$ cat src/rtl/mul_pkg.sv
package mul_pkg;

    ////////////////////////////////////////////////////////////////////////////
    // widths
    ////////////////////////////////////////////////////////////////////////////

    localparam int DATA_LEN      = 32;
    localparam int PROD_LEN      = 2 * DATA_LEN;
    localparam int FUNC3_WIDTH   = 3;
    localparam int ROB_TAG_WIDTH = 6;

    ////////////////////////////////////////////////////////////////////////////
    // data types
    ////////////////////////////////////////////////////////////////////////////

    typedef logic [DATA_LEN-1:0]      data_t;
    typedef logic [PROD_LEN-1:0]      prod_t;
    typedef logic [ROB_TAG_WIDTH-1:0] rob_tag_t;

    // func3 of the M extension multiplies
    // codes 4 to 7 are handled like MUL
    typedef enum logic [FUNC3_WIDTH-1:0] {
        MUL_OP    = 3'd0,
        MULH_OP   = 3'd1,
        MULHSU_OP = 3'd2,
        MULHU_OP  = 3'd3
    } mul_op_e;

    ////////////////////////////////////////////////////////////////////////////
    // pipeline structs
    ////////////////////////////////////////////////////////////////////////////

    // request from the issue side, 74 bits
    typedef struct packed {
        logic     valid;
        data_t    op1;
        data_t    op2;
        mul_op_e  op;
        rob_tag_t tag;
    } mul_req_t;

    // full product back to the consumer, 71 bits
    typedef struct packed {
        logic     valid;
        rob_tag_t tag;
        prod_t    product;
    } mul_rsp_t;

    // first pipeline register, redundant form of the product
    typedef struct packed {
        logic     valid;
        rob_tag_t tag;
        prod_t    sum;
        prod_t    carry;
    } tree_out_t;

endpackage

$ cat src/rtl/compress_stage.sv
module compress_stage
    import mul_pkg::*;
#(
    parameter int ROWS_IN = 4
) (
    input  prod_t [ROWS_IN-1:0]                            rows_i,
    output prod_t [((ROWS_IN > 2) ? ROWS_IN / 2 : 2)-1:0] rows_o
);

    if (ROWS_IN == 2) begin : g_final
        // already one sum row and one carry row
        assign rows_o = rows_i;
    end else begin : g_reduce
        for (genvar g = 0; g < ROWS_IN / 4; g++) begin : g_group
            // lowest column that can hold a one in this group
            localparam int LOW = g * 4 * (DATA_LEN / ROWS_IN);

            prod_t sum_row;
            prod_t carry_row;
            prod_t c_w;
            prod_t co_w;

            for (genvar j = 0; j < PROD_LEN; j++) begin : g_col
                if (j < LOW) begin : g_pass
                    assign sum_row[j]   = rows_i[4*g][j];
                    assign carry_row[j] = rows_i[4*g+1][j];
                end else begin : g_cell
                    logic cin;

                    if (j == LOW) begin : g_first
                        assign cin          = 1'b0;
                        assign carry_row[j] = 1'b0;
                    end else begin : g_chain
                        assign cin          = co_w[j-1];
                        assign carry_row[j] = c_w[j-1];
                    end

                    compressor_4to2 u_cmp (
                        .in1_i   (rows_i[4*g][j]),
                        .in2_i   (rows_i[4*g+1][j]),
                        .in3_i   (rows_i[4*g+2][j]),
                        .in4_i   (rows_i[4*g+3][j]),
                        .cin_i   (cin),
                        .sum_o   (sum_row[j]),
                        .carry_o (c_w[j]),
                        .cout_o  (co_w[j])
                    );
                end
            end

            // carries out of bit 63 fall away, product is mod 2^64
            assign rows_o[2*g]   = sum_row;
            assign rows_o[2*g+1] = carry_row;
        end
    end

endmodule

$ cat src/rtl/compressor_4to2.sv
module compressor_4to2 (
    input  logic in1_i,
    input  logic in2_i,
    input  logic in3_i,
    input  logic in4_i,
    input  logic cin_i,
    output logic sum_o,
    output logic carry_o,
    output logic cout_o
);

    logic fa1_sum;

    // first full adder, no dependence on cin
    // so the column chain does not ripple
    assign fa1_sum = in1_i ^ in2_i ^ in3_i;
    assign cout_o  = (in1_i & in2_i) | (in1_i & in3_i) | (in2_i & in3_i);

    // second full adder folds in row four and the neighbor carry
    assign sum_o   = fa1_sum ^ in4_i ^ cin_i;
    assign carry_o = (fa1_sum & in4_i) | (fa1_sum & cin_i) | (in4_i & cin_i);

endmodule

$ cat src/rtl/mul_pp_gen.sv
module mul_pp_gen
    import mul_pkg::*;
(
    input  data_t                op1_i,
    input  data_t                op2_i,
    input  mul_op_e              op_i,
    output prod_t [DATA_LEN-1:0] rows_o
);

    logic  op1_signed;
    logic  op2_signed;
    logic  op1_sign;
    logic  op2_sign;
    data_t last_qual;

    // operand signedness per func3
    always_comb begin
        case (op_i)
            MUL_OP, MULH_OP: begin
                op1_signed = 1'b1;
                op2_signed = 1'b1;
            end
            MULHSU_OP: begin
                op1_signed = 1'b1;
                op2_signed = 1'b0;
            end
            MULHU_OP: begin
                op1_signed = 1'b0;
                op2_signed = 1'b0;
            end
            default: begin
                op1_signed = 1'b1;
                op2_signed = 1'b1;
            end
        endcase
    end

    assign op1_sign = op1_signed & op1_i[DATA_LEN-1];
    assign op2_sign = op2_signed & op2_i[DATA_LEN-1];

    // top bit of op2 weighs -2^31 when signed, so subtract op1 there
    always_comb begin
        if (!op2_i[DATA_LEN-1]) begin
            last_qual = '0;
        end else if (op2_signed) begin
            last_qual = ~op1_i + 1'b1;
        end else begin
            last_qual = op1_i;
        end
    end

    ////////////////////////////////////////////////////////////////////////////
    // row placement
    ////////////////////////////////////////////////////////////////////////////

    always_comb begin
        for (int i = 0; i < DATA_LEN - 1; i++) begin
            for (int j = 0; j < PROD_LEN; j++) begin
                if (j < i) begin
                    rows_o[i][j] = 1'b0;
                end else if (j < DATA_LEN + i) begin
                    rows_o[i][j] = op1_i[j-i] & op2_i[i];
                end else begin
                    // sign extension of the gated multiplicand
                    rows_o[i][j] = op1_sign & op2_i[i];
                end
            end
        end

        for (int j = 0; j < PROD_LEN - 1; j++) begin
            if (j < DATA_LEN - 1) begin
                rows_o[DATA_LEN-1][j] = 1'b0;
            end else begin
                rows_o[DATA_LEN-1][j] = last_qual[j-(DATA_LEN-1)];
            end
        end

        // sign correction on the msb of the last row
        rows_o[DATA_LEN-1][PROD_LEN-1] = (op1_sign ^ op2_sign) & op2_i[DATA_LEN-1]
                                         & last_qual[DATA_LEN-1];
    end

endmodule

$ cat src/rtl/mul_tree.sv
module mul_tree
    import mul_pkg::*;
(
    input  logic                 clk,
    input  logic                 reset_i,
    input  prod_t [DATA_LEN-1:0] rows_i,
    input  logic                 valid_i,
    input  rob_tag_t             tag_i,
    output tree_out_t            tree_out_o
);

    prod_t [DATA_LEN/2-1:0]  rows_l1;
    prod_t [DATA_LEN/4-1:0]  rows_l2;
    prod_t [DATA_LEN/8-1:0]  rows_l3;
    prod_t [DATA_LEN/16-1:0] rows_l4;
    prod_t [1:0]             rows_l5;

    ////////////////////////////////////////////////////////////////////////////
    // reduction levels, 32 rows down to 2
    ////////////////////////////////////////////////////////////////////////////

    compress_stage #(.ROWS_IN(DATA_LEN)) u_level1 (
        .rows_i (rows_i),
        .rows_o (rows_l1)
    );

    compress_stage #(.ROWS_IN(DATA_LEN / 2)) u_level2 (
        .rows_i (rows_l1),
        .rows_o (rows_l2)
    );

    compress_stage #(.ROWS_IN(DATA_LEN / 4)) u_level3 (
        .rows_i (rows_l2),
        .rows_o (rows_l3)
    );

    compress_stage #(.ROWS_IN(DATA_LEN / 8)) u_level4 (
        .rows_i (rows_l3),
        .rows_o (rows_l4)
    );

    compress_stage #(.ROWS_IN(DATA_LEN / 16)) u_level5 (
        .rows_i (rows_l4),
        .rows_o (rows_l5)
    );

    ////////////////////////////////////////////////////////////////////////////
    // first pipeline register
    ////////////////////////////////////////////////////////////////////////////

    always_ff @(posedge clk) begin
        if (reset_i) begin
            tree_out_o.valid <= 1'b0;
        end else begin
            tree_out_o.valid <= valid_i;
        end

        tree_out_o.tag   <= tag_i;
        tree_out_o.sum   <= rows_l5[0];
        tree_out_o.carry <= rows_l5[1];
    end

endmodule

$ cat src/rtl/mul_unit.sv
module mul_unit
    import mul_pkg::*;
(
    input  logic     clk,
    input  logic     reset_i,
    input  mul_req_t req_i,
    output mul_rsp_t rsp_o
);

    prod_t [DATA_LEN-1:0] pp_rows;
    tree_out_t            tree_out;
    prod_t                product;

    ////////////////////////////////////////////////////////////////////////////
    // partial products and compression, cycle 1
    ////////////////////////////////////////////////////////////////////////////

    mul_pp_gen u_pp_gen (
        .op1_i  (req_i.op1),
        .op2_i  (req_i.op2),
        .op_i   (req_i.op),
        .rows_o (pp_rows)
    );

    mul_tree u_tree (
        .clk        (clk),
        .reset_i    (reset_i),
        .rows_i     (pp_rows),
        .valid_i    (req_i.valid),
        .tag_i      (req_i.tag),
        .tree_out_o (tree_out)
    );

    ////////////////////////////////////////////////////////////////////////////
    // carry-propagate add, cycle 2
    ////////////////////////////////////////////////////////////////////////////

    assign product = tree_out.sum + tree_out.carry;

    always_ff @(posedge clk) begin
        if (reset_i) begin
            rsp_o.valid <= 1'b0;
        end else begin
            rsp_o.valid <= tree_out.valid;
        end

        // tag rides along with its product
        rsp_o.tag     <= tree_out.tag;
        rsp_o.product <= product;
    end

endmodule

$ cat config.mk
export PLATFORM = sky130hd
export DESIGN_NAME = mul_unit
export DESIGN_NICKNAME = d
export VERILOG_FILES = /design/src/rtl/mul_pkg.sv /design/src/rtl/compress_stage.sv /design/src/rtl/compressor_4to2.sv /design/src/rtl/mul_pp_gen.sv /design/src/rtl/mul_tree.sv /design/src/rtl/mul_unit.sv
export SDC_FILE = /design/constraint.sdc
export NUM_CORES = 2
export LEC_CHECK = 0
export CAP_MARGIN = 20
export CORE_ASPECT_RATIO = 0.5
export CORE_UTILIZATION = 55
export DETAILED_ROUTE_END_ITERATION = 12
export DONT_BUFFER_PORTS = 1
export GPL_ROUTABILITY_DRIVEN = 0
export PLACE_DENSITY = 0.76
export SYNTH_ARGS = -nofsm -noshare
export SYNTH_HDL_FRONTEND = slang
export SYNTH_SLANG_ARGS = --single-unit
$ cat constraint.sdc
create_clock -name clk -period 10.5 [get_ports clk]
set_input_delay 1.05 -clock clk [delete_from_list [all_inputs] [get_ports clk]]
set_output_delay 1.05 -clock clk [all_outputs]
set_load 0.03 [all_outputs]
==> key figures <==
Min path
  – Min-Delay Path Depth: 0
  – Worst Hold Class: reg -> reg
  – WHS Endpoint: rsp_o[8]
  – Min-delay src: u_tree.tree_out_o[72]

Global route
  – Largest net degree at the start of global routing: 39
  – First-pass GRT wire length: 148000 um
  – GR Overflow Total: 0
  – Total GRT Usage: 26.5%
  – Vias in the first global route: 27900
  – Initial antenna violation count: 7

Final layout
  – Area delta synth->final: 2.51%
  – Final net count: 4839
  – Diode count: 0
  – FILL cells: 5786
  – Share of layout cells above drive strength 1: 1.75%

Synth
  – Top-count cell post-synth: fa_1
  – Post-synthesis async set-or-reset flop share: 0%
  – Syn nets: 5039
  – Ys flop type: dfxtp_1
  – Post-synth EDFFs: 0
  – Synthesized flop and latch total: 197
  – Post-synth top cells: fa_1 (1043), and2_1 (943), inv_1 (683), clkbuf_1 (217), dfxtp_1 (197)
  – Synth Cell Area: 0.0392 mm^2
  – YS warnings: 0
  – Synth unique cells: 64
  – Post-synth top area share: 53.3%
  – Yosys top cell by area: fa_1
  – Mean Syn Cell Area: 10.4 um^2
  – Mapped Cells: 3786
  – Sequential share of the synthesized area: 10.1%
  – Synth area leaders: fa_1 (53%), and2_1 (15%), dfxtp_1 (10%)

Die
  – Num ports: 147
  – Core area: 0.0697 mm^2
  – Starting Density: 56.3%
  – Total die area: 0.0724 mm^2
  – Row cnt: 68
  – DIE HEIGHT: 191 um
  – Die W: 380 um

Clock network
  – Post-CTS Setup Repair Bufs: 0
  – H-tree Lvls: 4
  – CTS root buf: clkbuf_16
  – CTS tree: yes
  – CTS buffer count: 17
  – Max Root-Sink Buffers: 2
  – # hold bufs at CTS: 0
  – Clock sink count: 197
  – Skew-Pair Late Insertion Delay: 0.50 ns
  – Clock slew at reported path FFs: 0.08 ns
  – Post-CTS sizing: 0

Critical path
  – Setup crit end kind: register
  – Worst reg2reg endpoint: rsp_o[63]
  – Worst-path fanout max: 31
  – CP top delay family: adder cells
  – WS Path Type: in -> reg
  – CP max stage delay: 0.95 ns
  – R2r startpoint: u_tree.tree_out_o[9]
  – Worst path cell trace: nor2b_1 > buf_4 > a21boi_2 > buf_4 > and2_1 > fa_1 > inv_1 > fa_1 > inv_1 > fa_1 > fa_1 > fa_1 > fa_1 > buf_4 > fa_1 > fa_1
  – Most common cell on crit path: fa_1
  – Reg2reg setup slack: 6.44 ns
  – Setup crit start kind: input port
  – WP data arrival: 7.82 ns
  – Crit path max-delay cell type: fa_1
  – Buffers & Inverters on Critical Path: 5
  – Worst-case reg-to-reg path depth: 13
  – WP data required: 10.87 ns

Timing
  – Crit share post-route: 71.0%
  – Final Hold Fails: 0
  – Worst relative slew slack: 31.8%
  – Final clock skew: 0.0191 ns
  – Total negative slack: 0 ns
  – Minimum clock period: 7.46 ns
  – RSZ-0062 raised after global routing: no
  – Final setup viols: 0
  – F_max: 0.134 GHz
  – Worst Tran Pin Value: 1.01 ns
  – Pins Over Slew Limit: 0

Routing
  – DR WL/cell: 19.7 um
  – Initial DRC count: 1419
  – Routed WL: 89600 um
  – 1st-pass router iterations: 7
  – Via/cell ratio: 5.50
  – Final ANT Viol Nets: 0
  – # DRC: 0
  – Vias: 25000

Placement
  – Count of buffers from port buffering: 0
  – Detail Placement HPWL: 69800 um

Run status
  – Status: finished, final reports clean

Run
  – Max cap viols: 0
==> placed cells by master (no fill, tap or decap), drive strengths merged, types with 5 or more instances in the layout <==
cell       n
o21a       8
and3       8
inv      689
nand2b     9
dfxtp    197
nor2b     10
nor2      42
a21boi     5
and2     943
o41ai      5
o21bai     7
o31ai      5
o21ai     43
or3        6
xor2      27
a21o      31
nor3       5
nand3     14
a21oi     68
xnor2     59
clkbuf    18
buf        5
nand4      8
nand2    157
nor4       5
fa      1043
clkinv     8
ha       134
==> routing by layer <==
layer / wire (um) / part of all wire [%] / vias up / track usage [%]
met4: 5240 / 5.8 / 0 / 14.7
met5: 0 / 0 / - / 0
met1: 33000 / 37 / 13300 / 31.1
met3: 5670 / 6.3 / 240 / 4.93
met2: 45800 / 51 / 854 / 46.4
li1: - / - / 10600 / -
==> through the flow <==
stage	util, %	worst slack, ns	cells	hold slack, ns	cell area, um^2
after floorplan	-	2.65	3786	0.310	39200
after global placement	56.8	2.54	4512	0.310	39600
after detailed placement	56.8	2.47	4512	0.314	39600
after CTS	57.7	2.98	4544	0.330	40200
after global routing	57.7	2.55	4544	0.335	40200
final	57.7	3.04	4544	0.329	40200
==> cell type report <==
type                    instances  area [um^2]  area share, %
well taps                     945         1180           2.94
clock buffers                  18          439           1.09
flip-flops and latches        197         3940           9.81
clock inverters                14          180          0.448
inverters                     683         2560           6.38
repair buffers                  5         37.5         0.0934
multi-input cells            2682        31800           79.2
==> state kept, by name, summed over array words and instances (netlist names) <==
name / flops
rsp_o: 71
u_tree.tree_out_o: 126
==> how the worst max path moves through the flow <==
stage	start	endpoint	slack, ns	cells past startpoint
2_1_floorplan	req_i[7]	u_tree.tree_out_o[113]	2.65	17
3_3_place_gp	req_i[7]	u_tree.tree_out_o[127]	2.54	20
3_5_place_dp	req_i[7]	u_tree.tree_out_o[127]	2.47	20
4_1_cts	req_i[7]	u_tree.tree_out_o[120]	2.98	16
5_1_grt	req_i[7]	u_tree.tree_out_o[127]	2.55	20
6_report	req_i[7]	u_tree.tree_out_o[120]	3.04	16
==> cells by family (layout without fill, tap and decap cells) <==
kind of cell | Yosys count | after routing | synth area share (%)
xor gates and xnor gates | 86 | 86 | 1.92
DFF | 197 | 197 | 10.1
buffers and inverters | 907 | 720 | 8.73
adders and majority gates | 1177 | 1177 | 57.5
and+or+nand+nor | 1215 | 1215 | 18.2
AOI/OAI and AO/OA | 204 | 204 | 3.59
Power is not shown: default switching activity piles up to over one toggle a cycle in this logic, so the estimate is an artifact.
